### config.mk
export PLATFORM = sky130hd
export DESIGN_NAME = csr_file
export DESIGN_NICKNAME = d
export VERILOG_FILES = /design/src/rv_pkg.sv /design/src/csr_file.sv
export SDC_FILE = /design/constraint.sdc
export NUM_CORES = 1
export LEC_CHECK = 0
export BUFFER_PORTS_ARGS = -buffer_cell sky130_fd_sc_hd__buf_2
export CORE_UTILIZATION = 65
export CTS_BUF_LIST = sky130_fd_sc_hd__clkbuf_8
export CTS_CLUSTER_SIZE = 8
export DETAILED_ROUTE_END_ITERATION = 8
export HOLD_SLACK_MARGIN = 0.03
export PLACE_DENSITY_LB_ADDON = 0.25
export REMOVE_ABC_BUFFERS = 1
export SYNTH_ARGS = -nofsm -noshare
export SYNTH_HDL_FRONTEND = slang
export SYNTH_SLANG_ARGS = --single-unit
### constraint.sdc
create_clock -name clk -period 4.5 [get_ports clk]
set_input_delay 0.45 -clock clk [delete_from_list [all_inputs] [get_ports clk]]
set_output_delay 0.45 -clock clk [all_outputs]
set_load 0.02 [all_outputs]
### src/rv_pkg.sv
// rv64i execute slice shared types, opcode and csr constants
`default_nettype none

package rv_pkg;

	localparam int XLEN = 64;

	// major opcodes kept by this slice
	localparam logic [6:0] OPC_IMM    = 7'b0010011;
	localparam logic [6:0] OPC_IMM32  = 7'b0011011;
	localparam logic [6:0] OPC_OP     = 7'b0110011;
	localparam logic [6:0] OPC_OP32   = 7'b0111011;
	localparam logic [6:0] OPC_LUI    = 7'b0110111;
	localparam logic [6:0] OPC_AUIPC  = 7'b0010111;
	localparam logic [6:0] OPC_JAL    = 7'b1101111;
	localparam logic [6:0] OPC_JALR   = 7'b1100111;
	localparam logic [6:0] OPC_BRANCH = 7'b1100011;
	localparam logic [6:0] OPC_SYSTEM = 7'b1110011;

	localparam logic [2:0] F3_ADD  = 3'd0; // also addi, jalr
	localparam logic [2:0] F3_SLL  = 3'd1;
	localparam logic [2:0] F3_SLT  = 3'd2;
	localparam logic [2:0] F3_SLTU = 3'd3;
	localparam logic [2:0] F3_XOR  = 3'd4;
	localparam logic [2:0] F3_SR   = 3'd5; // srl and sra
	localparam logic [2:0] F3_OR   = 3'd6;
	localparam logic [2:0] F3_AND  = 3'd7;

	localparam logic [2:0] F3_BEQ  = 3'd0;
	localparam logic [2:0] F3_BNE  = 3'd1;
	localparam logic [2:0] F3_BLT  = 3'd4;
	localparam logic [2:0] F3_BGE  = 3'd5;
	localparam logic [2:0] F3_BLTU = 3'd6;
	localparam logic [2:0] F3_BGEU = 3'd7;

	localparam logic [2:0] F3_CSRRW  = 3'd1;
	localparam logic [2:0] F3_CSRRS  = 3'd2;
	localparam logic [2:0] F3_CSRRC  = 3'd3;
	localparam logic [2:0] F3_CSRRWI = 3'd5;
	localparam logic [2:0] F3_CSRRSI = 3'd6;
	localparam logic [2:0] F3_CSRRCI = 3'd7;

	localparam logic [11:0] CSR_MSCRATCH = 12'h340;
	localparam logic [11:0] CSR_MTVEC    = 12'h305;
	localparam logic [11:0] CSR_MEPC     = 12'h341;

	typedef enum logic [4:0] {
		ALU_ADD, ALU_SUB, ALU_SLL, ALU_SLT, ALU_SLTU, ALU_XOR,
		ALU_SRL, ALU_SRA, ALU_OR, ALU_AND, ALU_PASS_B,
		ALU_ADDW, ALU_SUBW, ALU_SLLW, ALU_SRLW, ALU_SRAW,
		ALU_BEQ, ALU_BNE, ALU_BLT, ALU_BGE, ALU_BLTU, ALU_BGEU
	} alu_op_e;

	typedef enum logic [1:0] {OP2_REG, OP2_IMM, OP2_FOUR} op2_src_e;

	// encoding lines up with funct3[1:0] of the csr forms
	typedef enum logic [1:0] {CSR_NONE, CSR_RW, CSR_RS, CSR_RC} csr_op_e;

	typedef struct packed {
		logic     rs1_ren;
		logic     rs2_ren;
		logic     rd_wen;
		alu_op_e  alu_op;
		logic     op1_pc;
		op2_src_e op2_src;
		logic     branch;
		logic     jump;
		logic     jalr;
		csr_op_e  csr_op;
		logic     csr_imm;
		logic     csr_ren;
		logic     csr_wen;
		logic     illegal;
	} decode_ctrl_t;

	typedef struct packed {
		logic [XLEN-1:0] pc;
		logic [4:0]      rd;
		logic            we;
		logic [XLEN-1:0] data;
		logic            illegal;
	} retire_t;

endpackage

`default_nettype wire

### src/csr_file.sv
// machine csr file with mscratch, mtvec and mepc
`timescale 1ns/1ps
`default_nettype none

module csr_file (
	input  wire logic                    clk,
	input  wire logic                    reset,
	input  wire logic                    wen,
	input  wire logic [11:0]             addr,
	input  wire rv_pkg::csr_op_e         op,
	input  wire logic [rv_pkg::XLEN-1:0] src,
	output logic [rv_pkg::XLEN-1:0]      rdata
);

	logic [rv_pkg::XLEN-1:0] mscratch;
	logic [rv_pkg::XLEN-1:0] mtvec;
	logic [rv_pkg::XLEN-1:0] mepc;
	logic [rv_pkg::XLEN-1:0] wdata;

	always_comb begin
		case (addr)
		rv_pkg::CSR_MSCRATCH: rdata = mscratch;
		rv_pkg::CSR_MTVEC:    rdata = mtvec;
		rv_pkg::CSR_MEPC:     rdata = mepc;
		default:              rdata = '0; // unimplemented reads zero
		endcase
	end

	always_comb begin
		case (op)
		rv_pkg::CSR_RW: wdata = src;
		rv_pkg::CSR_RS: wdata = rdata | src;
		rv_pkg::CSR_RC: wdata = rdata & ~src;
		default:        wdata = rdata;
		endcase
	end

	always_ff @(posedge clk) begin
		if (reset) begin
			mscratch <= '0;
			mtvec <= '0;
			mepc <= '0;
		end else if (wen) begin
			case (addr)
			rv_pkg::CSR_MSCRATCH: mscratch <= wdata;
			rv_pkg::CSR_MTVEC:    mtvec <= {wdata[rv_pkg::XLEN-1:2], 2'b00}; // direct mode only
			rv_pkg::CSR_MEPC:     mepc <= {wdata[rv_pkg::XLEN-1:1], 1'b0};
			default:              mscratch <= mscratch;
			endcase
		end
	end

	a_mtvec_aligned: assert property (@(posedge clk) disable iff (reset)
		mtvec[1:0] == 2'b00);

endmodule

`default_nettype wire

==> load_flow_metrics.sql <==
INSERT INTO impl_metrics (metric_group, metric, value, unit) VALUES
('cts', 'clkTransAtPathRegs', '0.09', 'ns'),
('logic_synthesis', 'number_of_enable_type_register_cells_in_the_synthesized_netlist', '0', ''),
('worst_setup_path', 'path_buf_inv', '3', ''),
('worst_setup_path', 'critical_path.cell_chain', 'buf_2 > or4b_2 > buf_4 > nor2_1 > o21a_1 > buf_2', ''),
('worst_setup_path', 'timing.critical_path.to_type', 'output pin', ''),
('cts', 'tritoncts_num_sinks', '189', ''),
('cells_and_area', 'finalCoreUtilization', '0.733', ''),
('route', 'vias', '10800', ''),
('worst_setup_path', 'crit_path_max_incr_delay', '1.11', 'ns'),
('floorplanning', 'core', '0.0165', 'mm2'),
('timing', 'finalSetupViolCount', '0', ''),
('global_route', 'grt_antenna_before_repair', '0', ''),
('global_route', 'grt_most_used_layer', 'met2', ''),
('cts', 'post_cts_buffers', '0', ''),
('route', 'routedWlPerCell', '18.1', 'um'),
('global_route', 'maximum_number_of_pins_on_one_net_before_global_route_repair', '114', ''),
('placed_design', 'finalWeightedCongestion', '0.793', ''),
('logic_synthesis', 'postSynthAreaPerCell', '8.10', 'um2'),
('floorplanning', 'die_w', '132', 'um'),
('global_route', 'globalRouteMet3Util', '0.0519', ''),
('worst_setup_path', 'cpLargestDelayFamily', 'simple AND/OR/NAND/NOR gates', ''),
('timing', 'worstMarginPinSlew', '0.946', 'ns'),
('power', 'vdd_drop_max', '0.000193', 'V'),
('route', 'post_detailed_route_via_to_cell_ratio', '6.60', ''),
('worst_setup_path', 'crit_top_cell', 'buf_2', ''),
('global_route', 'grt_util_all_layers', '0.338', ''),
('cts', 'cts.hold.buffers_added', '0', ''),
('logic_synthesis', 'synth.top_cells.by_count', 'dfxtp_1 (189), nor2_1 (189), nand2_1 (125)', ''),
('global_route', 'grt_first_pass_wirelength', '48300', 'um'),
('route', 'drc_errors', '0', ''),
('cts', 'cts-resized-gates', '0', ''),
('logic_synthesis', 'postSynth.topFlopCell', 'dfxtp_1', ''),
('logic_synthesis', 'synth_area', '0.0110', 'mm2'),
('logic_synthesis', 'syn_inst', '1354', ''),
('route', 'dr.first_iter.drc_count', '1110', ''),
('placed_design', 'detailed_place_hpwl', '17400', 'um'),
('logic_synthesis', 'synthesis.yosys.warnings', '0', ''),
('logic_synthesis', 'synthDominantAreaCellType', 'dfxtp_1', ''),
('cells_and_area', 'design.final.nets', '1485', ''),
('timing', 'final.min_clock_period', '3.29', 'ns'),
('cells_and_area', 'fillCellCount', '1287', ''),
('timing', 'hold_violations', '0', ''),
('power', 'report.power.total', '0.00321', 'W'),
('cells_and_area', 'final_non_filler_cell_area', '0.0121', 'mm2'),
('placed_design', 'numPortBuffers', '144', ''),
('worst_hold_path', 'worstHoldPathType', 'primary input to register', ''),
('job', 'drv_cap', '0', ''),
('floorplanning', 'design.portCount', '145', ''),
('worst_setup_path', 'timing.critical_path.slowest_stage_cell', 'or4b_2', ''),
('worst_setup_path', 'critical_path.startpoint_type', 'primary input', ''),
('route', 'post_detailed_route_count_of_antenna_violating_nets', '0', ''),
('timing', 'skew', '0.0118', 'ns'),
('power', 'p_leak', '4.71', 'nW'),
('logic_synthesis', 'post_synth_main_area_contributors', 'dfxtp_1 (34%), o21bai_1 (8.3%), a31oi_1 (6.9%)', ''),
('global_route', 'met1_usage', '0.453', ''),
('timing', 'max_freq', '304', 'MHz'),
('route', 'detail_route.first_pass.iterations', '5', ''),
('placed_design', 'post-place-cells', '1605', ''),
('worst_setup_path', 'endpoint_arrival_time_on_the_critical_path', '2.84', 'ns'),
('floorplanning', 'die-area', '0.0174', 'mm2'),
('cts', 'tritoncts', 'done', ''),
('timing', 'fin_crit_sh', '0.730', ''),
('cells_and_area', 'antenna-diode-count', '0', ''),
('status', 'status', 'finished clean', ''),
('timing', 'final_max_slew_viol_count', '0', ''),
('floorplanning', 'floorplan.die.height', '132', 'um'),
('route', 'totalWireLength', '29600', 'um'),
('global_route', 'global_route.overflow_total', '0', ''),
('logic_synthesis', 'register_area_share_after_synthesis', '0.345', ''),
('timing', 'slew-limit-headroom', '0.370', ''),
('worst_setup_path', 'setup.worst_path.class', 'primary input to output pin', '');
==> stage by stage <==
step                hold slack (ns)  setup WS (ns)
finish                        0.261           1.21
global route                  0.259           1.16
CTS                           0.239           1.25
detailed placement            0.489           1.27
global placement              0.481           1.31
floorplan                     0.460          -3.22
==> path summary, 6_finish.rpt <==
check / depth (start not counted) / to / from / slack (ns)
worst min-delay path: 3 / mscratch[0] / src[0] / 0.26
worst max register to register: 4 / mscratch[48] / mtvec[48] / 3.20
worst min register to register: 2 / mtvec[48] / mtvec[48] / 0.50
worst max-delay path: 6 / rdata[10] / addr[1] / 1.21
==> cells by family (layout without fill, tap and decap cells) <==
logic type	after synthesis	count (layout)	share of synthesized area
xor+xnor	64	64	0.0511
mux	65	65	0.0593
buf+inv	140	203	0.0513
flops	189	189	0.345
simple gates	458	458	0.201
compound gates	438	438	0.292
==> tightest hold or removal path, cell delays in order <==
cell and delay, ns:
buf_2 0.10, nand3b_1 0.08, o21ai_0 0.06
==> state kept, by name, indices dropped and copies added (netlist names) <==
name,flops
mepc,63
mtvec,62
mscratch,64
==> power by group <==
part           switching [W]  internal, W
Clock               0.000614     0.000531
Combinational       0.000248     0.000145
Sequential       0.000000120      0.00167
==> layer usage <==
metal / part of all wire / vias up
li1: - / 5124
met1: 0.43 / 5094
met2: 0.46 / 519
met3: 0.089 / 63
met4: 0.020 / 0
met5: 0 / -
==> cell type report <==
class | count | area, um2 | area share
inverter | 2 | 7.51 | 0.000620
clock buffer | 20 | 275 | 0.0227
clock inverter | 12 | 120 | 0.00992
tap | 220 | 275 | 0.0227
sequential | 189 | 3780 | 0.312
multi-input combinational | 1025 | 6670 | 0.551
timing repair buffer | 169 | 978 | 0.0808
==> layout by cell type, fill, tap and decap left out, types with 61 or more instances in the layout <==
master	count
mux2i_1	65
buf_2	141
nor3b_1	62
nand2_1	125
o21a_1	61
a31oi_1	121
nor4_1	62
xnor2_1	63
o21bai_1	121
a221oi_1	62
o211ai_1	61
nor2_1	188
dfxtp_1	189
No activity file was read; power rests on OpenSTA's default activity.
