File: config.mk
export PLATFORM = sky130hd
export DESIGN_NAME = pc_unit
export DESIGN_NICKNAME = d
export VERILOG_FILES = /design/src/rv_pkg.sv /design/src/pc_unit.sv
export SDC_FILE = /design/constraint.sdc
export NUM_CORES = 1
export LEC_CHECK = 0
export BUFFER_PORTS_ARGS = -buffer_cell sky130_fd_sc_hd__buf_2
export CORE_ASPECT_RATIO = 0.6
export CORE_MARGIN = 2
export CORE_UTILIZATION = 50
export DETAILED_ROUTE_END_ITERATION = 16
export PLACE_DENSITY = 0.86
export RECOVER_POWER = 100
export SLEW_MARGIN = 20
export SYNTH_ARGS = -nofsm -noshare
export SYNTH_HDL_FRONTEND = slang
export SYNTH_SLANG_ARGS = --single-unit
File: constraint.sdc
create_clock -name clk -period 3.6 [get_ports clk]
set_input_delay 0.72 -clock clk [delete_from_list [all_inputs] [get_ports clk]]
set_output_delay 0.72 -clock clk [all_outputs]
set_load 0.005 [all_outputs]
File: src/rv_pkg.sv
// rv64i execute slice shared types, opcode and csr constants
`default_nettype none

package rv_pkg;

	localparam int XLEN = 64;

	// major opcodes kept by this slice
	localparam logic [6:0] OPC_IMM    = 7'b0010011;
	localparam logic [6:0] OPC_IMM32  = 7'b0011011;
	localparam logic [6:0] OPC_OP     = 7'b0110011;
	localparam logic [6:0] OPC_OP32   = 7'b0111011;
	localparam logic [6:0] OPC_LUI    = 7'b0110111;
	localparam logic [6:0] OPC_AUIPC  = 7'b0010111;
	localparam logic [6:0] OPC_JAL    = 7'b1101111;
	localparam logic [6:0] OPC_JALR   = 7'b1100111;
	localparam logic [6:0] OPC_BRANCH = 7'b1100011;
	localparam logic [6:0] OPC_SYSTEM = 7'b1110011;

	localparam logic [2:0] F3_ADD  = 3'd0; // also addi, jalr
	localparam logic [2:0] F3_SLL  = 3'd1;
	localparam logic [2:0] F3_SLT  = 3'd2;
	localparam logic [2:0] F3_SLTU = 3'd3;
	localparam logic [2:0] F3_XOR  = 3'd4;
	localparam logic [2:0] F3_SR   = 3'd5; // srl and sra
	localparam logic [2:0] F3_OR   = 3'd6;
	localparam logic [2:0] F3_AND  = 3'd7;

	localparam logic [2:0] F3_BEQ  = 3'd0;
	localparam logic [2:0] F3_BNE  = 3'd1;
	localparam logic [2:0] F3_BLT  = 3'd4;
	localparam logic [2:0] F3_BGE  = 3'd5;
	localparam logic [2:0] F3_BLTU = 3'd6;
	localparam logic [2:0] F3_BGEU = 3'd7;

	localparam logic [2:0] F3_CSRRW  = 3'd1;
	localparam logic [2:0] F3_CSRRS  = 3'd2;
	localparam logic [2:0] F3_CSRRC  = 3'd3;
	localparam logic [2:0] F3_CSRRWI = 3'd5;
	localparam logic [2:0] F3_CSRRSI = 3'd6;
	localparam logic [2:0] F3_CSRRCI = 3'd7;

	localparam logic [11:0] CSR_MSCRATCH = 12'h340;
	localparam logic [11:0] CSR_MTVEC    = 12'h305;
	localparam logic [11:0] CSR_MEPC     = 12'h341;

	typedef enum logic [4:0] {
		ALU_ADD, ALU_SUB, ALU_SLL, ALU_SLT, ALU_SLTU, ALU_XOR,
		ALU_SRL, ALU_SRA, ALU_OR, ALU_AND, ALU_PASS_B,
		ALU_ADDW, ALU_SUBW, ALU_SLLW, ALU_SRLW, ALU_SRAW,
		ALU_BEQ, ALU_BNE, ALU_BLT, ALU_BGE, ALU_BLTU, ALU_BGEU
	} alu_op_e;

	typedef enum logic [1:0] {OP2_REG, OP2_IMM, OP2_FOUR} op2_src_e;

	// encoding lines up with funct3[1:0] of the csr forms
	typedef enum logic [1:0] {CSR_NONE, CSR_RW, CSR_RS, CSR_RC} csr_op_e;

	typedef struct packed {
		logic     rs1_ren;
		logic     rs2_ren;
		logic     rd_wen;
		alu_op_e  alu_op;
		logic     op1_pc;
		op2_src_e op2_src;
		logic     branch;
		logic     jump;
		logic     jalr;
		csr_op_e  csr_op;
		logic     csr_imm;
		logic     csr_ren;
		logic     csr_wen;
		logic     illegal;
	} decode_ctrl_t;

	typedef struct packed {
		logic [XLEN-1:0] pc;
		logic [4:0]      rd;
		logic            we;
		logic [XLEN-1:0] data;
		logic            illegal;
	} retire_t;

endpackage

`default_nettype wire

File: src/pc_unit.sv
// program counter and next-pc select for branch, jal and jalr
`timescale 1ns/1ps
`default_nettype none

module pc_unit (
	input  wire logic                    clk,
	input  wire logic                    reset,
	input  wire logic                    advance,
	input  wire logic                    branch,
	input  wire logic                    taken,
	input  wire logic                    jump,
	input  wire logic                    jalr,
	input  wire logic [rv_pkg::XLEN-1:0] imm,
	input  wire logic [rv_pkg::XLEN-1:0] alu_sum,
	output logic [rv_pkg::XLEN-1:0]      pc
);

	logic [rv_pkg::XLEN-1:0] next_pc;

	always_comb begin
		if (jalr) begin
			next_pc = {alu_sum[rv_pkg::XLEN-1:1], 1'b0};
		end else if (jump || (branch && taken)) begin
			next_pc = pc + imm;
		end else begin
			next_pc = pc + rv_pkg::XLEN'(4);
		end
	end

	always_ff @(posedge clk) begin
		if (reset) begin
			pc <= '0;
		end else if (advance) begin
			pc <= next_pc;
		end
	end

	a_pc_even: assert property (@(posedge clk) disable iff (reset) pc[0] == 1'b0);

endmodule

`default_nettype wire

==> results.yml, run 1 <==
run_status:
  outcome: "completed"
worst_setup_path:
  reg2reg_depth: 13
  path_class: "primary input to register"
  rrSetupSlack_ns: 0.20
  critPathBufInv: 1
  cp_max_fo: 5
  slowest_delay_ns: 0.40
  timing.rr.start: "pc[35]$_SDFFE_PP0P_"
  cp_common_cell: "a21oi_1"
  cp.arrival_ns: 3.76
  endpoint_kind: "register"
  r2r-end: "pc[63]$_SDFFE_PP0P_"
  start_kind: "primary input"
  slowest_stage: "fa_1"
  crit_family: "compound AO/OA/AOI/OAI gates"
  path_cells: "clkbuf_1, ha_1, fa_1, a21o_1, a21oi_1, o21a_1, o22a_4, a21oi_1, o211ai_1, nand4b_1, a41oi_1, mux2_1, nor2_1"
  cp.required_ns: 3.89
final_layout:
  regMostFlops: "pc"
  final_layout_size_suffix_gt1_frac: 0.2159
  top_regs: "pc (64)"
  nets: 1575
  largest_register_ffs: 64
  finalNonFillerCells: 1591
  area.growth.synth_to_final_pct: 22.81
detailed_routing:
  ant_nets: 0
  vias_per_cell: 6.392
  avgRoutedWirePerCell_um: 20.16
  drc: 0
  drt_wl_total_um: 32080
  vias: 10170
  drt_iter0_markers: 1257
  dr.pass1.iters: 6
worst_hold_path:
  min-delay-path-class: "register to register"
  whs_path_depth: 2
  min_to: "pc[42]$_SDFFE_PP0P_"
  worst_hold_startpoint: "pc[42]$_SDFFE_PP0P_"
yosys:
  yosys_warnings: 0
  synthTopCellsByCount: "nand2_1 (124), a21oi_1 (116), nor2_1 (108), o21ai_0 (68)"
  syn-cell-area_mm2: 0.008217
  yosys.cell_count.top_type: "nand2_1"
  ys_top_cells_by_area: "dfxtp_1 (16%), ha_1 (9.7%), a21oi_1 (7.1%), xnor2_1 (5.8%), nand2_1 (5.7%)"
  post_synth_num_cell_types: 97
  postSynthAreaPerCell_um2: 7.220
  synth_nets: 1338
  synth_top_area_share: 0.1559
  ys_seq_elements: 64
  netlist_instances: 1138
  ys_seq_area_frac: 0.1559
  synth_largest_area_cell: "dfxtp_1"
  synth-edff-count: 0
  synthFlopType: "dfxtp_1"
  synthArstFlopShare: 0
floorplan:
  initial_core_util: 0.5081
  num_rows: 36
  top_level_ports: 199
  die_x_um: 169.5
  core-area_mm2: 0.01617
  dieArea_mm2: 0.01751
  chipHeight_um: 103.3
clocking:
  clock_sinks: 64
  insertion_delay_ns: 0.35
  cts_tree: "yes"
  clk_pin_slew_ns: 0.07
  cts_buffers: 9
  clock_path_buffers: 2
  root_buffer: "clkbuf_16"
  cts.htree.levels: 3
  ctsResizeCount: 0
  holdBufCountCts: 0
  cts_setup_buffers: 0
timing:
  max_slew_margin: 0.3154
  tightestPinTransition_ns: 1.023
  fmax_mhz: 288.1
  min_period_ns: 3.471
  finalSetupViolCount: 0
  hold_slack_ns: 0.5223
  slew_violations: 0
  finalHoldViolCount: 0
  tns_ns: 0
  finalCritPeriodShare: 0.9643
  worst_slack_ns: 0.1287
  rsz0062_at_grt: "no"
  skew_ns: 0.01274
global_route:
  grt_pass1_vias: 8854
  grt_antenna_before_repair: 1
  grt_start_max_net_pins: 78
  gr-total-overflow: 0
  grt_pass1_wl_um: 48720
  track_usage: 0.3598
placement:
  place_ws_ns: -0.07901
  routabilityCongestion: 0.9857
  hpwl_um: 24790
  port_buffers: 197
  place_inst: 1573
power_and_ir_drop:
  leakagePower_nw: 4.666
  peakVddDrop_v: 0.0002731
  power_density_mw_per_mm2: 340.5
flow_run:
  maxCapViolCount: 0
## placed cells by master, fill, tap and decap left out, types with 6 or more instances in the layout
| master | synthesis | routed |
|---|---|---|
| clkbuf_16 | 0 | 9 |
| clkbuf_1 | 39 | 50 |
| o22ai_1 | 16 | 16 |
| o211ai_1 | 13 | 13 |
| nor2_1 | 108 | 108 |
| o21ai_1 | 19 | 16 |
| xnor2_1 | 54 | 54 |
| nand2_1 | 124 | 124 |
| and3_1 | 24 | 24 |
| inv_1 | 24 | 24 |
| a211oi_1 | 28 | 28 |
| a31oi_1 | 9 | 9 |
| clkbuf_4 | 0 | 6 |
| nand2b_1 | 8 | 8 |
| a311oi_1 | 6 | 6 |
| o21bai_1 | 16 | 16 |
| nand3_1 | 32 | 32 |
| nand4_1 | 24 | 25 |
| o21a_1 | 11 | 11 |
| and4_1 | 6 | 6 |
| a21oi_1 | 116 | 117 |
| dfxtp_1 | 64 | 64 |
| mux2i_1 | 14 | 14 |
| buf_4 | 1 | 63 |
| nor3_1 | 20 | 20 |
| xor2_1 | 43 | 43 |
| a21o_1 | 44 | 44 |
| buf_2 | 18 | 168 |
| ha_1 | 64 | 64 |
| o21ai_0 | 68 | 72 |
## power breakdown
part | switching, mW | internal (mW)
Sequential | 0.0989 | 0.772
Clock | 0.393 | 0.679
Combinational | 0.859 | 0.635
Total | 1.35 | 2.09
## per-layer routing
layer | vias to the layer above | part of all wire | track usage
li1 | 4707 | - | -
met4 | 0 | 0.017 | 0.08810
met2 | 710 | 0.39 | 0.4917
met5 | - | 0 | 0
met1 | 4694 | 0.46 | 0.5444
met3 | 59 | 0.14 | 0.1031
## worst reg2reg max path, stage by stage, from the launching register on
cell and delay, ns:
dfxtp_1 0.38, ha_1 0.41, nand4_1 0.22, nor3_1 0.35, nand2_1 0.10, a211oi_1 0.34, a21oi_1 0.23, o41ai_2 0.43
buf_4 0.19, buf_4 0.12, nand4_1 0.09, nand3_1 0.13, mux2i_1 0.19, a21oi_1 0.08
## worst max path at each step
stage	startpoint	endpoint	slack [ns]	depth (start not counted)
after global placement	imm[0]	pc[44]$_SDFFE_PP0P_	0.02	13
after CTS	imm[35]	pc[63]$_SDFFE_PP0P_	0.26	14
after floorplan	imm[0]	pc[44]$_SDFFE_PP0P_	0.19	12
final	imm[0]	pc[62]$_SDFFE_PP0P_	0.13	13
after global routing	imm[0]	pc[62]$_SDFFE_PP0P_	0.01	13
after detailed placement	imm[35]	pc[63]$_SDFFE_PP0P_	-0.08	14
## kinds of logic after synthesis
group / share of synthesized area
adders and majority gates: 0.09989
and+or+nand+nor: 0.2435
muxes: 0.01842
AOI/OAI and AO/OA: 0.3355
buffers and inverters: 0.04340
DFF: 0.1559
xor gates and xnor gates: 0.1034
## per-stage QoR
step	instance area, um^2	util	total power, mW
detailed placement	9888	0.6115	2.356
floorplan	8217	-	1.804
finish	10090	0.6240	3.436
global placement	9888	0.6115	2.323
CTS	10230	0.6329	3.421
global route	10090	0.6239	3.590
## layout make-up
cell class	instances	area (um^2)
Sequential cell	64	1281
Inverter	25	93.84
Multi-Input combinational cell	988	6558
Timing Repair Buffer	287	1546
Fill cell	1535	6080
Tap cell	209	261.5
Antenna cell	2	5.005
Clock buffer	9	225.2
Clock inverter	7	120.1
Power figures use the tool's default switching activity.
==> inputs of run 2 (changes only) <==
--- a/config.mk
+++ b/config.mk
@@ -6,11 +6,13 @@
 export NUM_CORES = 1
 export LEC_CHECK = 0
 export BUFFER_PORTS_ARGS = -buffer_cell sky130_fd_sc_hd__buf_2
+export CELL_PAD_IN_SITES_DETAIL_PLACEMENT = 1
+export CELL_PAD_IN_SITES_GLOBAL_PLACEMENT = 1
 export CORE_ASPECT_RATIO = 0.6
 export CORE_MARGIN = 2
-export CORE_UTILIZATION = 50
+export CORE_UTILIZATION = 36
 export DETAILED_ROUTE_END_ITERATION = 16
-export PLACE_DENSITY = 0.86
+export PLACE_DENSITY = 0.77
 export RECOVER_POWER = 100
 export SLEW_MARGIN = 20
 export SYNTH_ARGS = -nofsm -noshare
==> run 2 against run 1 <==
Net effect:
- power fell by 2.2%
- fmax fell by 0.11%
- final area rose by 2.8%
- sequential power fell by 0.6%
- combinational power rose by 7%
- sequential cell count did not move
- clock skew fell by 0.0031 ns
- highest routed layer unchanged
==> results.yml, run 2 (synthesis gave the netlist of run 1 again) <==
global_route:
  track_usage: 0.3113
  grt_pass1_wl_um: 57330
  gr-total-overflow: 0
  grt_start_max_net_pins: 51
  grt_pass1_vias: 9939
  grt_antenna_before_repair: 0
final_layout:
  area.growth.synth_to_final_pct: 26.19
  regMostFlops: "pc"
  top_regs: "pc (64)"
  antenna_cells: 0
  final_common_cell: "buf_2"
  nets: 1607
  finalNonFillerCells: 1720
  largest_register_ffs: 64
  final_layout_size_suffix_gt1_frac: 0.2245
  final_cell_mix: "buf_2 (165), nand2_1 (124), a21oi_1 (117)"
  utilization: 0.4665
timing:
  finalHoldViolCount: 0
  finalCritPeriodShare: 0.9653
  max_slew_margin: 0.3003
  fmax_mhz: 287.8
  hold_slack_ns: 0.5089
  min_period_ns: 3.475
  tightestPinTransition_ns: 1.046
  rsz0062_at_grt: "no"
  tns_ns: 0
  finalSetupViolCount: 0
  slew_violations: 0
  skew_ns: 0.009682
placement:
  port_buffers: 197
  place_inst: 1704
  routabilityCongestion: 0.9464
  hpwl_um: 30280
floorplan:
  die_x_um: 199.0
  core-area_mm2: 0.02223
  num_rows: 42
  dieArea_mm2: 0.02409
  top_level_ports: 199
  chipHeight_um: 121.0
  initial_core_util: 0.3696
run_status:
  outcome: "completed"
power_and_ir_drop:
  power_density_mw_per_mm2: 324.2
  comb_power_share: 0.472
  seq_power_share: 0.258
  internal_power_mw: 1.980
  swShare: 0.4109
  peakVddDrop_v: 0.0002248
  total_power_mw: 3.362
  power_frac_clock: 0.270
  leakagePower_nw: 4.760
  netSwitchingPower_mw: 1.381
worst_setup_path:
  path_class: "primary input to register"
  endpoint_kind: "register"
  cp.required_ns: 3.90
  cp.arrival_ns: 3.77
  cp_max_fo: 4
  start_kind: "primary input"
clocking:
  holdBufCountCts: 0
  cts_buffers: 9
  cts_tree: "yes"
  clock_sinks: 64
  cts.htree.levels: 3
  root_buffer: "clkbuf_16"
  insertion_delay_ns: 0.36
  clk_pin_slew_ns: 0.06
  clock_path_buffers: 2
flow_run:
  maxCapViolCount: 0
detailed_routing:
  dr.pass1.iters: 5
  vias_per_cell: 5.875
  ant_nets: 0
  drc: 0
  drt_iter0_markers: 975
  drt_wl_total_um: 37270
  avgRoutedWirePerCell_um: 21.67
  vias: 10110
worst_hold_path:
  min-delay-path-class: "register to register"
-- run 2: cell types whose count changed in the layout (fill, tap and decap cells not counted), sizes merged --
cell	delta
clkinvlp	-1
diode	-2
bufinv	-2
clkbuf	+14
buf	+21
-- run 2: per-stage QoR --
stage | setup slack [ns] | instance area, um^2
3_3_place_gp | -0.07732 | 10260
4_1_cts | 0.1968 | 10550
5_1_grt | 0.02726 | 10370
3_5_place_dp | -0.1635 | 10260
2_1_floorplan | 0.1853 | 8217
6_report | 0.1250 | 10370
-- run 2: timing repair --
item	CTS	global route
gates resized for setup	0	1
endpoints found under the setup margin	0	1
setup buffers	0	0
-- run 2: power by group through the flow --
stage / sequential, mW / clock (mW) / combinational [mW]
after global placement: 0.876 / 0 / 1.55
after floorplan: 0.877 / 0 / 0.927
after CTS: 0.865 / 0.925 / 1.60
after global routing: 0.876 / 0.959 / 1.73
final: 0.866 / 0.907 / 1.59
after detailed placement: 0.880 / 0 / 1.59
-- run 2: worst paths after layout --
path	startpoint	to	slack [ns]	depth (start not counted)
max reg2reg	pc[0]$_SDFFE_PP0P_	pc[62]$_SDFFE_PP0P_	0.24	12
min	pc[42]$_SDFFE_PP0P_	pc[42]$_SDFFE_PP0P_	0.51	2
max	imm[0]	pc[62]$_SDFFE_PP0P_	0.13	13
min reg2reg	pc[42]$_SDFFE_PP0P_	pc[42]$_SDFFE_PP0P_	0.51	2
-- run 2: layout make-up --
type / instances / area (um^2)
timing repair buffer: 319 / 1773
sequential: 64 / 1281
inverter: 25 / 93.84
tap: 308 / 385.4
multi-input combinational: 988 / 6554
fill: 2923 / 11860
clock inverter: 4 / 45.04
clock buffer: 12 / 236.5
-- run 2: routing by layer --
metal / share of wire / vias to the layer above / track usage
met1: 0.50 / 4861 / 0.4862
met4: 0.012 / 0 / 0.05550
li1: - / 4750 / -
met3: 0.10 / 42 / 0.07226
met5: 0 / - / 0
met2: 0.39 / 452 / 0.4251
-- run 2: worst max-delay path: stages --
cell	delay (ns)
clkbuf_1	0.09
ha_1	0.24
fa_1	0.40
a21o_1	0.19
a21oi_1	0.20
o21a_1	0.23
o22a_4	0.19
a21oi_1	0.13
o211ai_1	0.38
nand4b_1	0.22
a41oi_1	0.32
mux2_1	0.35
nor2_1	0.09
