File: config.mk
export PLATFORM = sky130hd
export DESIGN_NAME = id_stage
export DESIGN_NICKNAME = d
export VERILOG_FILES = /design/src/rv_pkg.sv /design/src/id_stage.sv
export SDC_FILE = /design/constraint.sdc
export NUM_CORES = 1
export LEC_CHECK = 0
export BUFFER_PORTS_ARGS = -buffer_cell sky130_fd_sc_hd__buf_2
export CORE_UTILIZATION = 41
export DETAILED_ROUTE_END_ITERATION = 7
export PLACE_DENSITY = 0.84
export SLEW_MARGIN = 20
export SYNTH_ARGS = -nofsm -noshare
export SYNTH_HDL_FRONTEND = slang
export SYNTH_SLANG_ARGS = --single-unit
File: constraint.sdc
create_clock -name vclk -period 2.6
set_input_delay 0.13 -clock vclk [all_inputs]
set_output_delay 0.13 -clock vclk [all_outputs]
set_load 0.02 [all_outputs]
File: src/rv_pkg.sv
// rv64i execute slice shared types, opcode and csr constants
`default_nettype none

package rv_pkg;

	localparam int XLEN = 64;

	// major opcodes kept by this slice
	localparam logic [6:0] OPC_IMM    = 7'b0010011;
	localparam logic [6:0] OPC_IMM32  = 7'b0011011;
	localparam logic [6:0] OPC_OP     = 7'b0110011;
	localparam logic [6:0] OPC_OP32   = 7'b0111011;
	localparam logic [6:0] OPC_LUI    = 7'b0110111;
	localparam logic [6:0] OPC_AUIPC  = 7'b0010111;
	localparam logic [6:0] OPC_JAL    = 7'b1101111;
	localparam logic [6:0] OPC_JALR   = 7'b1100111;
	localparam logic [6:0] OPC_BRANCH = 7'b1100011;
	localparam logic [6:0] OPC_SYSTEM = 7'b1110011;

	localparam logic [2:0] F3_ADD  = 3'd0; // also addi, jalr
	localparam logic [2:0] F3_SLL  = 3'd1;
	localparam logic [2:0] F3_SLT  = 3'd2;
	localparam logic [2:0] F3_SLTU = 3'd3;
	localparam logic [2:0] F3_XOR  = 3'd4;
	localparam logic [2:0] F3_SR   = 3'd5; // srl and sra
	localparam logic [2:0] F3_OR   = 3'd6;
	localparam logic [2:0] F3_AND  = 3'd7;

	localparam logic [2:0] F3_BEQ  = 3'd0;
	localparam logic [2:0] F3_BNE  = 3'd1;
	localparam logic [2:0] F3_BLT  = 3'd4;
	localparam logic [2:0] F3_BGE  = 3'd5;
	localparam logic [2:0] F3_BLTU = 3'd6;
	localparam logic [2:0] F3_BGEU = 3'd7;

	localparam logic [2:0] F3_CSRRW  = 3'd1;
	localparam logic [2:0] F3_CSRRS  = 3'd2;
	localparam logic [2:0] F3_CSRRC  = 3'd3;
	localparam logic [2:0] F3_CSRRWI = 3'd5;
	localparam logic [2:0] F3_CSRRSI = 3'd6;
	localparam logic [2:0] F3_CSRRCI = 3'd7;

	localparam logic [11:0] CSR_MSCRATCH = 12'h340;
	localparam logic [11:0] CSR_MTVEC    = 12'h305;
	localparam logic [11:0] CSR_MEPC     = 12'h341;

	typedef enum logic [4:0] {
		ALU_ADD, ALU_SUB, ALU_SLL, ALU_SLT, ALU_SLTU, ALU_XOR,
		ALU_SRL, ALU_SRA, ALU_OR, ALU_AND, ALU_PASS_B,
		ALU_ADDW, ALU_SUBW, ALU_SLLW, ALU_SRLW, ALU_SRAW,
		ALU_BEQ, ALU_BNE, ALU_BLT, ALU_BGE, ALU_BLTU, ALU_BGEU
	} alu_op_e;

	typedef enum logic [1:0] {OP2_REG, OP2_IMM, OP2_FOUR} op2_src_e;

	// encoding lines up with funct3[1:0] of the csr forms
	typedef enum logic [1:0] {CSR_NONE, CSR_RW, CSR_RS, CSR_RC} csr_op_e;

	typedef struct packed {
		logic     rs1_ren;
		logic     rs2_ren;
		logic     rd_wen;
		alu_op_e  alu_op;
		logic     op1_pc;
		op2_src_e op2_src;
		logic     branch;
		logic     jump;
		logic     jalr;
		csr_op_e  csr_op;
		logic     csr_imm;
		logic     csr_ren;
		logic     csr_wen;
		logic     illegal;
	} decode_ctrl_t;

	typedef struct packed {
		logic [XLEN-1:0] pc;
		logic [4:0]      rd;
		logic            we;
		logic [XLEN-1:0] data;
		logic            illegal;
	} retire_t;

endpackage

`default_nettype wire

File: src/id_stage.sv
// instruction decoder, register fields, immediates and control bundle
`timescale 1ns/1ps
`default_nettype none

module id_stage (
	input  wire logic [31:0]            inst,
	output logic [4:0]                  rs1_addr,
	output logic [4:0]                  rs2_addr,
	output logic [4:0]                  rd_addr,
	output logic [rv_pkg::XLEN-1:0]     imm,
	output logic [11:0]                 csr_addr,
	output rv_pkg::decode_ctrl_t        ctrl
);

	logic [6:0] opcode;
	logic [2:0] funct3;
	logic [6:0] funct7;
	logic [rv_pkg::XLEN-1:0] imm_i;
	logic [rv_pkg::XLEN-1:0] imm_b;
	logic [rv_pkg::XLEN-1:0] imm_u;
	logic [rv_pkg::XLEN-1:0] imm_j;
	logic ill;

	assign opcode   = inst[6:0];
	assign funct3   = inst[14:12];
	assign funct7   = inst[31:25];
	assign rd_addr  = inst[11:7];
	assign rs1_addr = inst[19:15];
	assign rs2_addr = inst[24:20];
	assign csr_addr = inst[31:20];

	assign imm_i = {{(rv_pkg::XLEN-12){inst[31]}}, inst[31:20]};
	assign imm_b = {{(rv_pkg::XLEN-12){inst[31]}}, inst[7], inst[30:25], inst[11:8], 1'b0};
	assign imm_u = {{(rv_pkg::XLEN-32){inst[31]}}, inst[31:12], 12'b0};
	assign imm_j = {{(rv_pkg::XLEN-20){inst[31]}}, inst[19:12], inst[20], inst[30:21], 1'b0};

	always_comb begin
		ctrl = '0;
		ctrl.alu_op = rv_pkg::ALU_ADD;
		ctrl.op2_src = rv_pkg::OP2_REG;
		ctrl.csr_op = rv_pkg::CSR_NONE;
		imm = '0;
		ill = 1'b0;
		case (opcode)
		rv_pkg::OPC_LUI: begin
			ctrl.rd_wen = 1'b1;
			ctrl.alu_op = rv_pkg::ALU_PASS_B;
			ctrl.op2_src = rv_pkg::OP2_IMM;
			imm = imm_u;
		end
		rv_pkg::OPC_AUIPC: begin
			ctrl.rd_wen = 1'b1;
			ctrl.op1_pc = 1'b1;
			ctrl.op2_src = rv_pkg::OP2_IMM;
			imm = imm_u;
		end
		rv_pkg::OPC_JAL: begin
			ctrl.rd_wen = 1'b1;
			ctrl.op1_pc = 1'b1; // link value pc+4 from the alu
			ctrl.op2_src = rv_pkg::OP2_FOUR;
			ctrl.jump = 1'b1;
			imm = imm_j;
		end
		rv_pkg::OPC_JALR: begin
			ctrl.rs1_ren = 1'b1;
			ctrl.rd_wen = 1'b1;
			ctrl.op1_pc = 1'b1;
			ctrl.op2_src = rv_pkg::OP2_FOUR;
			ctrl.jump = 1'b1;
			ctrl.jalr = 1'b1;
			imm = imm_i;
			ill = (funct3 != rv_pkg::F3_ADD);
		end
		rv_pkg::OPC_BRANCH: begin
			ctrl.rs1_ren = 1'b1;
			ctrl.rs2_ren = 1'b1;
			ctrl.branch = 1'b1;
			imm = imm_b;
			case (funct3)
			rv_pkg::F3_BEQ:  ctrl.alu_op = rv_pkg::ALU_BEQ;
			rv_pkg::F3_BNE:  ctrl.alu_op = rv_pkg::ALU_BNE;
			rv_pkg::F3_BLT:  ctrl.alu_op = rv_pkg::ALU_BLT;
			rv_pkg::F3_BGE:  ctrl.alu_op = rv_pkg::ALU_BGE;
			rv_pkg::F3_BLTU: ctrl.alu_op = rv_pkg::ALU_BLTU;
			rv_pkg::F3_BGEU: ctrl.alu_op = rv_pkg::ALU_BGEU;
			default:         ill = 1'b1;
			endcase
		end
		rv_pkg::OPC_IMM: begin
			ctrl.rs1_ren = 1'b1;
			ctrl.rd_wen = 1'b1;
			ctrl.op2_src = rv_pkg::OP2_IMM;
			imm = imm_i;
			case (funct3)
			rv_pkg::F3_ADD:  ctrl.alu_op = rv_pkg::ALU_ADD;
			rv_pkg::F3_SLT:  ctrl.alu_op = rv_pkg::ALU_SLT;
			rv_pkg::F3_SLTU: ctrl.alu_op = rv_pkg::ALU_SLTU;
			rv_pkg::F3_XOR:  ctrl.alu_op = rv_pkg::ALU_XOR;
			rv_pkg::F3_OR:   ctrl.alu_op = rv_pkg::ALU_OR;
			rv_pkg::F3_AND:  ctrl.alu_op = rv_pkg::ALU_AND;
			rv_pkg::F3_SLL: begin
				ctrl.alu_op = rv_pkg::ALU_SLL;
				ill = (inst[31:26] != 6'h00); // 6-bit shamt
			end
			default: begin
				ctrl.alu_op = inst[30] ? rv_pkg::ALU_SRA : rv_pkg::ALU_SRL;
				ill = (inst[31:26] != 6'h00) && (inst[31:26] != 6'h10);
			end
			endcase
		end
		rv_pkg::OPC_IMM32: begin
			ctrl.rs1_ren = 1'b1;
			ctrl.rd_wen = 1'b1;
			ctrl.op2_src = rv_pkg::OP2_IMM;
			imm = imm_i;
			case (funct3)
			rv_pkg::F3_ADD: ctrl.alu_op = rv_pkg::ALU_ADDW;
			rv_pkg::F3_SLL: begin
				ctrl.alu_op = rv_pkg::ALU_SLLW;
				ill = (funct7 != 7'h00);
			end
			rv_pkg::F3_SR: begin
				ctrl.alu_op = inst[30] ? rv_pkg::ALU_SRAW : rv_pkg::ALU_SRLW;
				ill = (funct7 != 7'h00) && (funct7 != 7'h20);
			end
			default: ill = 1'b1;
			endcase
		end
		rv_pkg::OPC_OP: begin
			ctrl.rs1_ren = 1'b1;
			ctrl.rs2_ren = 1'b1;
			ctrl.rd_wen = 1'b1;
			if (funct7 == 7'h00) begin
				case (funct3)
				rv_pkg::F3_ADD:  ctrl.alu_op = rv_pkg::ALU_ADD;
				rv_pkg::F3_SLL:  ctrl.alu_op = rv_pkg::ALU_SLL;
				rv_pkg::F3_SLT:  ctrl.alu_op = rv_pkg::ALU_SLT;
				rv_pkg::F3_SLTU: ctrl.alu_op = rv_pkg::ALU_SLTU;
				rv_pkg::F3_XOR:  ctrl.alu_op = rv_pkg::ALU_XOR;
				rv_pkg::F3_SR:   ctrl.alu_op = rv_pkg::ALU_SRL;
				rv_pkg::F3_OR:   ctrl.alu_op = rv_pkg::ALU_OR;
				default:         ctrl.alu_op = rv_pkg::ALU_AND;
				endcase
			end else if (funct7 == 7'h20 && funct3 == rv_pkg::F3_ADD) begin
				ctrl.alu_op = rv_pkg::ALU_SUB;
			end else if (funct7 == 7'h20 && funct3 == rv_pkg::F3_SR) begin
				ctrl.alu_op = rv_pkg::ALU_SRA;
			end else begin
				ill = 1'b1;
			end
		end
		rv_pkg::OPC_OP32: begin
			ctrl.rs1_ren = 1'b1;
			ctrl.rs2_ren = 1'b1;
			ctrl.rd_wen = 1'b1;
			case ({funct7, funct3})
			{7'h00, rv_pkg::F3_ADD}: ctrl.alu_op = rv_pkg::ALU_ADDW;
			{7'h20, rv_pkg::F3_ADD}: ctrl.alu_op = rv_pkg::ALU_SUBW;
			{7'h00, rv_pkg::F3_SLL}: ctrl.alu_op = rv_pkg::ALU_SLLW;
			{7'h00, rv_pkg::F3_SR}:  ctrl.alu_op = rv_pkg::ALU_SRLW;
			{7'h20, rv_pkg::F3_SR}:  ctrl.alu_op = rv_pkg::ALU_SRAW;
			default:                 ill = 1'b1;
			endcase
		end
		rv_pkg::OPC_SYSTEM: begin
			ctrl.rd_wen = 1'b1;
			ctrl.alu_op = rv_pkg::ALU_PASS_B; // rs1 or uimm through to csr_file
			ctrl.csr_imm = funct3[2];
			ctrl.rs1_ren = ~funct3[2];
			case (funct3)
			rv_pkg::F3_CSRRW, rv_pkg::F3_CSRRWI: begin
				ctrl.csr_op = rv_pkg::CSR_RW;
				ctrl.csr_ren = (rd_addr != 5'd0);
				ctrl.csr_wen = 1'b1;
			end
			rv_pkg::F3_CSRRS, rv_pkg::F3_CSRRSI: begin
				ctrl.csr_op = rv_pkg::CSR_RS;
				ctrl.csr_ren = 1'b1;
				ctrl.csr_wen = (rs1_addr != 5'd0);
			end
			rv_pkg::F3_CSRRC, rv_pkg::F3_CSRRCI: begin
				ctrl.csr_op = rv_pkg::CSR_RC;
				ctrl.csr_ren = 1'b1;
				ctrl.csr_wen = (rs1_addr != 5'd0);
			end
			default: ill = 1'b1; // ecall, ebreak and friends
			endcase
		end
		default: ill = 1'b1; // includes load and store
		endcase
		if (ill) begin
			ctrl = '0;
			ctrl.illegal = 1'b1;
		end
	end

	a_alu_op_known: assert property (@(inst)
		!$isunknown(inst) |-> !$isunknown(ctrl.alu_op));

endmodule

`default_nettype wire

==> results of run 1 <==
kinds of logic (layout without fill, tap and decap cells):
group / count (synthesis) / count (layout)
compound gates: 70 / 70
xor+xnor: 2 / 2
buf+inv: 81 / 155
simple gates: 118 / 118
stage by stage:
stage | cell area [sq um] | setup slack [ns] | hold WS [ns] | util [%] | total power [W]
3_5_place_dp | 2050 | 0.231 | 0.515 | 50.5 | 0.000258
6_report | 2050 | 0.221 | 0.513 | 50.5 | 0.000262
5_1_grt | 2050 | 0.136 | 0.530 | 50.5 | 0.000284
4_1_cts | 2050 | 0.222 | 0.515 | 50.5 | 0.000259
2_1_floorplan | 1750 | 0.340 | 0.373 | - | 0.000197
3_3_place_gp | 2050 | 0.278 | 0.513 | 50.5 | 0.000258
critical path, cell delays in order:
cell	delay (ns)
buf_2	0.13
nor3_4	0.28
or4b_1	0.47
a41oi_1	0.23
nand4_2	0.42
or2_2	0.44
buf_2	0.16
where the power goes:
group	total, W	switching, W	internal, W
logic	0.000262	0.000175	0.0000872
registers	0	0	0
clock network	0	0	0
total	0.000262	0.000175	0.0000872
cell type report:
class,count,area [sq um]
well taps,50,62.6
fillers,459,2010
repair buffers,151,776
inverters,4,15.0
multi-input cells,190,1190
metal layers:
metal  track usage (%)  share of wire (%)  up-vias  wire (um)
li1                  -                  -     1079          -
met4              1.60               0.39        0         23
met5                 0                  0        -          0
met1              32.7                 44     1033       2590
met3              1.18                7.6        4        450
met2              40.9                 48      130       2850
path summary, 6_finish.rpt:
check             startpoint  cells after the start          end
setup / recovery    inst[29]                      7      ctrl[0]
hold / removal      inst[18]                      2  rs1_addr[3]
cells in the mapped netlist (all sizes together) (3+ instances only):
| cell type | n |
|---|---|
| o211ai | 3 |
| a21o | 20 |
| a21oi | 15 |
| clkbuf | 11 |
| nor2b | 6 |
| nand3 | 6 |
| and3 | 4 |
| nand2 | 23 |
| nor3 | 17 |
| nor4 | 7 |
| nor2 | 10 |
| nor3b | 3 |
| and3b | 3 |
| nand2b | 6 |
| a22o | 4 |
| and2 | 13 |
| or3 | 3 |
| nand4 | 4 |
| o21ai | 9 |
| buf | 66 |
| a211oi | 6 |
| inv | 4 |
==> out/metrics.yaml, run 1 <==
finalSetupViolations: 0
synth_area_leaders: "buf_4, a21o_1, nand2_1"
finalCriticalPeriod_ns: 2.38
grt_max_degree: 34
dr.pass1.iters: 5
drive_gt1_share_pct: 45.8
syn_avg_cell_area_sq_um: 6.44
wire_per_inst_um: 15.0
cp.arrival_ns: 2.25
port_buffers: 143
synth_top_family_by_area: "simple AND/OR/NAND/NOR gates"
ys_warn_count: 0
maxSlewViolCount: 0
tightest_slew_ns: 0.515
grt_pass1_wl_mm: 8.42
relSlewSlack_pct: 65.6
grt_pass1_vias: 1672
dieHeight_um: 67.2
hold_buffers: 0
synth.largest_area_cell: "buf_4"
initial_core_util_pct: 43.0
timing.fmax_ghz: 0.420
syn2layout_area_growth_pct: 17.3
rsz0062_at_grt: "false"
fin_nets: 379
syn_nets: 303
vias_per_cell: 5.69
tns_ns: 0
yosysSeqAreaShare_pct: 0
antenna_cells: 0
routed_wl_mm: 5.92
clkbuf_count: 0
synth_mux_area_share_pct: 0
first_iter_violations: 106
final_cell_mix: "buf_2, nand2_1, a21o_1"
regArea_sq_um: 0
yosys.area_share.simple_pct: 39.4
endpoint_kind: "output pin"
core_area_sq_um: 4060
chipWidth_um: 67.2
cap_violations: 0
grt.overflow.total: 0
worst_setup_path_start_kind: "input port"
final_hold_viol_count: 0
synth_compound_area_share_pct: 28.1
vias: 2246
ys_types: 50
layout_commonest_cell: "buf_2"
antenna_found_initial: 0
p_leak_nw: 1.25
p_per_area_nw_per_um2: 128
drc_errors: 0
peakVddDrop_mv: 0.0684
worst-path-max-fanout: 15
place_congestion: 0.978
synth.top_cell.area_share_pct: 27.1
postCtsResizedCells: 0
cp_data_required_time_ns: 2.47
fp.dieArea_sq_um: 4520
grt.total_usage_pct: 23.5
finalNonFillerCells: 395
syn_inst: 271
postCtsSetupRepairBufs: 0
antenna_left: 0
hp-class: "in2out"
row_count: 23
synth_fa_ha_area_share_pct: 0
io_pins: 143
dpl.cell_count: 395
synth_xor_area_share_pct: 1.00
critPathKind: "in2out"
n_sequential_cell: 0
period_share_pct: 91.5
post-dp-hpwl_mm: 4.64
status: "finished clean"
syn-cell-area_sq_um: 1750
Note: power is estimated with default switching activity, not from simulation.
==> inputs of run 2 (changes only) <==
--- a/config.mk
+++ b/config.mk
@@ -8,7 +8,7 @@
 export BUFFER_PORTS_ARGS = -buffer_cell sky130_fd_sc_hd__buf_2
 export CORE_UTILIZATION = 41
 export DETAILED_ROUTE_END_ITERATION = 7
-export PLACE_DENSITY = 0.84
+export PLACE_DENSITY = 0.91
 export SLEW_MARGIN = 20
 export SYNTH_ARGS = -nofsm -noshare
 export SYNTH_HDL_FRONTEND = slang
==> run 2 against run 1 <==
  * Via count grew 0.67%
  * Utilization did not move
  * Worst hold slack improved by 0.00083 ns
  * Die area unchanged
  * Critical endpoint is now ctrl[15]
  * Largest cell class unchanged
==> out/metrics.yaml, run 2 (same netlist as run 1, synthesis figures left out) <==
grt.overflow.total: 0
finalNonFillerCells: 395
antenna_cells: 0
p_leak_nw: 1.25
port_buffers: 143
hp-class: "in2out"
dp_slack_ns: 0.283
first_iter_violations: 97
tightest_slew_ns: 0.535
status: "finished clean"
finalSetupViolations: 0
row_count: 23
regArea_sq_um: 0
maxSlewViolCount: 0
clkbuf_count: 0
wire_per_inst_um: 15.2
fp.dieArea_sq_um: 4520
routed_wl_mm: 6.02
core_area_sq_um: 4060
initial_core_util_pct: 43.0
worst-path-max-fanout: 15
place_congestion: 1.00
dieHeight_um: 67.2
postCtsSetupRepairBufs: 0
clockPowerShare_pct: 0
switching_power_w: 0.000175
grt.total_usage_pct: 24.4
antenna_found_initial: 0
antenna_left: 0
tns_ns: 0
grt_pass1_vias: 1758
chipWidth_um: 67.2
grt_max_degree: 34
final_cell_mix: "buf_2, nand2_1, a21o_1"
timing.fmax_ghz: 0.422
vias_per_cell: 5.72
combPwrFrac_pct: 100.0
period_share_pct: 91.2
internal-power_w: 0.0000884
grt_pass1_wl_mm: 8.67
fin_area_sq_um: 2050
post-dp-hpwl_mm: 4.74
hold_buffers: 0
drive_gt1_share_pct: 45.8
syn2layout_area_growth_pct: 17.3
fin_ws_ns: 0.230
critPathKind: "in2out"
io_pins: 143
dpl.cell_count: 395
finalCriticalPeriod_ns: 2.37
peakVddDrop_mv: 0.0735
endpoint_kind: "output pin"
switching_share_pct: 66.5
relSlewSlack_pct: 64.2
cp_data_required_time_ns: 2.47
whs_ns: 0.514
n_sequential_cell: 0
vias: 2261
seqPwrFrac_pct: 0
dr.pass1.iters: 5
cap_violations: 0
postCtsResizedCells: 0
fin_nets: 379
cp.arrival_ns: 2.24
drc_errors: 0
final_hold_viol_count: 0
p_per_area_nw_per_um2: 129
worst_setup_path_start_kind: "input port"
dpl_cell_area_sq_um: 2050
rsz0062_at_grt: "false"
layout_commonest_cell: "buf_2"
-- run 2: cell counts in the layout (fill, tap and decap cells not counted) --
Identical to the previous run, type by type.
-- run 2: path summary, 6_finish.rpt --
path | start | end | slack [ns] | cells after the start
max | inst[29] | ctrl[15] | 0.23 | 7
min | inst[18] | rs1_addr[3] | 0.51 | 2
-- run 2: cell type report --
cell class | instances | area [sq um]
Multi-Input combinational cell | 190 | 1190
Inverter | 4 | 15.0
Tap cell | 50 | 62.6
Fill cell | 449 | 2010
Timing Repair Buffer | 151 | 776
-- run 2: metal layers --
| metal | wire length [um] | track usage (%) | vias up |
|---|---|---|---|
| met5 | 0 | 0 | - |
| met4 | 108 | 5.85 | 0 |
| met3 | 496 | 1.52 | 12 |
| met2 | 2840 | 40.0 | 138 |
| met1 | 2570 | 34.4 | 1040 |
| li1 | - | - | 1071 |
-- run 2: critical path: stages --
cell and delay, ns:
buf_2 0.13, nor3_4 0.26, or4b_1 0.46, a41oi_1 0.22
nand4_2 0.40, a211oi_1 0.41, buf_2 0.22
-- run 2: per-stage QoR --
stage          total power [W]  utilization, %
2_1_floorplan         0.000197               -
3_3_place_gp          0.000260            50.5
3_5_place_dp          0.000260            50.5
4_1_cts               0.000261            50.5
5_1_grt               0.000285            50.5
6_report              0.000264            50.5
-- run 2: power groups by stage --
stage / Sequential, W / Clock [W] / Combinational, W
6_report: 0 / 0 / 0.000264
5_1_grt: 0 / 0 / 0.000285
4_1_cts: 0 / 0 / 0.000261
3_5_place_dp: 0 / 0 / 0.000260
3_3_place_gp: 0 / 0 / 0.000260
2_1_floorplan: 0 / 0 / 0.000197
==> inputs of run 3 (changes only) <==
==> constraint.sdc (replaced) <==
create_clock -name vclk -period 2.6
set_input_delay 0.65 -clock vclk [all_inputs]
set_output_delay 0.65 -clock vclk [all_outputs]
set_load 0.02 [all_outputs]
==> run 3 against run 2 <==
  * The run now fails in global routing (5_1_grt)
  * Synthesized cell count unchanged
  * Synthesized area unchanged
==> out/metrics.yaml, run 3 <==
place_congestion: 1.04
post-dp-hpwl_mm: 6.04
grt.overflow.total: 1
ys_types: 50
syn_avg_cell_area_sq_um: 6.44
failing_step: "global routing (5_1_grt)"
status: "aborted with a tool error"
dpl_cell_area_sq_um: 2720
grt_pass1_wl_mm: 17.9
synth_area_leaders: "buf_4, a21o_1, nand2_1"
synth_commonest_cells: "buf_4, nand2_1, a21o_1"
io_pins: 143
port_buffers: 143
row_count: 23
ys_warn_count: 0
syn-cell-area_sq_um: 1750
grt.total_usage_pct: 53.8
chipWidth_um: 67.2
hold_buffers: 0
synth.top_cell.area_share_pct: 27.1
syn_inst: 271
grt_pass1_vias: 3257
synth.largest_area_cell: "buf_4"
syn_nets: 303
yosysMostFrequentCell: "buf_4"
firstError: "[ERROR GRT-0116] Global routing finished with congestion. Check the congestion regions in the DRC Viewer."
initial_core_util_pct: 43.0
dieHeight_um: 67.2
grt_max_degree: 16
yosysSeqAreaShare_pct: 0
run 3: cell counts after synthesis:
No cell type changed its count.
run 3: timing repair:
item / CTS
setup endpoints to repair: 84
resized for setup: 166
gates cloned: 6
buffers inserted: 14
pin swaps: 27
run 3: kinds of logic after synthesis:
kind of cell / share of synthesized area, %
xor gates and xnor gates: 1.00
and+or+nand+nor: 39.4
buffers and inverters: 31.5
AOI/OAI and AO/OA: 28.1
run 3: stage by stage:
step / std cells / utilization [%] / hold slack (ns) / TNS, ns / setup slack [ns]
after detailed placement: 466 / 67.0 / 1.55 / -26.89 / -0.600
after CTS: 486 / 84.3 / 1.55 / -9.74 / -0.465
after global placement: 466 / 67.0 / 1.55 / -19.74 / -0.523
after floorplan: 271 / - / 1.41 / -8.72 / -0.385
run 3: per-layer routing:
metal / overflow / track usage (%)
met5: 0 / 11.3
met3: 0 / 36.7
met4: 1 / 50.5
met2: 0 / 72.4
met1: 0 / 53.7
==> inputs of run 4 (changes only) <==
--- a/config.mk
+++ b/config.mk
@@ -6,9 +6,9 @@
 export NUM_CORES = 1
 export LEC_CHECK = 0
 export BUFFER_PORTS_ARGS = -buffer_cell sky130_fd_sc_hd__buf_2
-export CORE_UTILIZATION = 41
+export CORE_UTILIZATION = 30
 export DETAILED_ROUTE_END_ITERATION = 7
-export PLACE_DENSITY = 0.91
+export PLACE_DENSITY_LB_ADDON = 0.15
 export SLEW_MARGIN = 20
 export SYNTH_ARGS = -nofsm -noshare
 export SYNTH_HDL_FRONTEND = slang
==> run 4 against run 3 <==
  * The flow now finishes, with violations (setup timing)
==> out/metrics.yaml, run 4 (same netlist as run 1, synthesis figures left out) <==
hold_buffers: 0
grt_max_degree: 16
initial_core_util_pct: 31.5
antenna_left: 0
final_hold_viol_count: 0
cp_data_required_time_ns: 1.95
critPathMaxStageDelay_ns: 0.49
power_w: 0.000427
row_count: 27
finalCriticalPeriod_ns: 3.08
fp.dieArea_sq_um: 6130
crit_slowest_cell: "or4b_4"
core_area_sq_um: 5540
grt.overflow.total: 0
syn2layout_area_growth_pct: 114
combPwrFrac_pct: 100.0
dieHeight_um: 78.3
post-dp-hpwl_mm: 5.88
chipWidth_um: 78.3
maxSlewViolCount: 0
period_share_pct: 118
layout_commonest_cell: "buf_6"
dr.pass1.iters: 4
failed_checks: "setup timing"
relSlewSlack_pct: 48.8
place_congestion: 0.948
status: "finished with violations"
antenna_cells: 0
tightest_slew_ns: 0.765
internal-power_w: 0.000200
port_buffers: 143
drc_errors: 0
clockPowerShare_pct: 0
grt_pass1_wl_mm: 12.9
antenna_found_initial: 0
hold_end: "rd_addr[3]"
dpl_cell_area_sq_um: 2740
critPathTopFamily: "simple AND/OR/NAND/NOR gates"
grt.total_usage_pct: 25.5
first_iter_violations: 167
n_sequential_cell: 0
cp-startpoint: "inst[26]"
rsz0062_at_grt: "true"
fill_cells: 462
grt_pass1_vias: 2519
peakVddDrop_mv: 0.0650
critPathKind: "in2out"
wire_per_inst_um: 15.9
hp-class: "in2out"
p_leak_nw: 1.85
worst-path-buf-inv: 3
finalSetupViolations: 83
switching_power_w: 0.000227
min_from: "inst[10]"
vias: 2618
fin_nets: 470
final_core_util_pct: 67.6
clkbuf_count: 0
crit_chain: "buf_8 -> nor3_4 -> or4b_4 -> a41oi_4 -> nand4_4 -> buf_12 -> or2_4 -> buf_6"
final_cell_mix: "buf_6, buf_4, buf_2"
hold_depth: 2
regArea_sq_um: 0
io_pins: 143
cap_violations: 0
p_per_area_nw_per_um2: 114
timing.fmax_ghz: 0.325
fin_ws_ns: -0.480
switching_share_pct: 53.2
seqPwrFrac_pct: 0
worst_setup_path_start_kind: "input port"
cp.arrival_ns: 2.43
vias_per_cell: 5.15
fin_area_sq_um: 3740
routed_wl_mm: 8.10
worst-path-max-fanout: 6
endpoint_kind: "output pin"
drive_gt1_share_pct: 67.4
-- run 4: repair_timing --
item	4_1_cts	5_1_grt
gates cloned	6	0
endpoints found under the setup margin	84	84
buffers inserted	13	7
pin swaps	32	14
gates resized for setup	206	37
hold endpoints to repair	0	0
-- run 4: worst max path at each step --
stage | slack, ns | cells after the start | endpoint
floorplan | -0.38 | 7 | ctrl[10]
global placement | -0.50 | 8 | ctrl[0]
detailed placement | -0.52 | 8 | ctrl[0]
CTS | -0.46 | 9 | ctrl[6]
global route | -0.55 | 8 | ctrl[0]
finish | -0.48 | 8 | ctrl[0]
-- run 4: power groups by stage --
| stage | Combinational [W] | Sequential, W | Clock, W |
|---|---|---|---|
| 3_3_place_gp | 0.000338 | 0 | 0 |
| 3_5_place_dp | 0.000339 | 0 | 0 |
| 6_report | 0.000427 | 0 | 0 |
| 5_1_grt | 0.000456 | 0 | 0 |
| 2_1_floorplan | 0.000216 | 0 | 0 |
| 4_1_cts | 0.000411 | 0 | 0 |
-- run 4: routing by layer --
metal | up-vias | wire length, um | track usage, %
met4 | 0 | 38 | 2.41
met5 | - | 0 | 0
li1 | 1264 | - | -
met1 | 1257 | 3360 | 32.8
met3 | 4 | 349 | 1.40
met2 | 93 | 4340 | 47.9
-- run 4: area by class of cell --
cell class | count | area [sq um] | share of cell area, %
multi-input combinational | 195 | 1560 | 41.7
inverter | 4 | 15.0 | 0.401
timing repair buffer | 237 | 2080 | 55.4
tap | 72 | 90.1 | 2.41
-- run 4: stage by stage --
stage / setup WS [ns] / TNS (ns) / instances / hold slack, ns
final: -0.480 / -14.22 / 508 / 1.55
after global placement: -0.504 / -20.12 / 485 / 1.55
after CTS: -0.455 / -13.94 / 502 / 1.54
after floorplan: -0.385 / -8.72 / 271 / 1.41
after detailed placement: -0.522 / -21.48 / 485 / 1.55
after global routing: -0.553 / -19.44 / 508 / 1.56
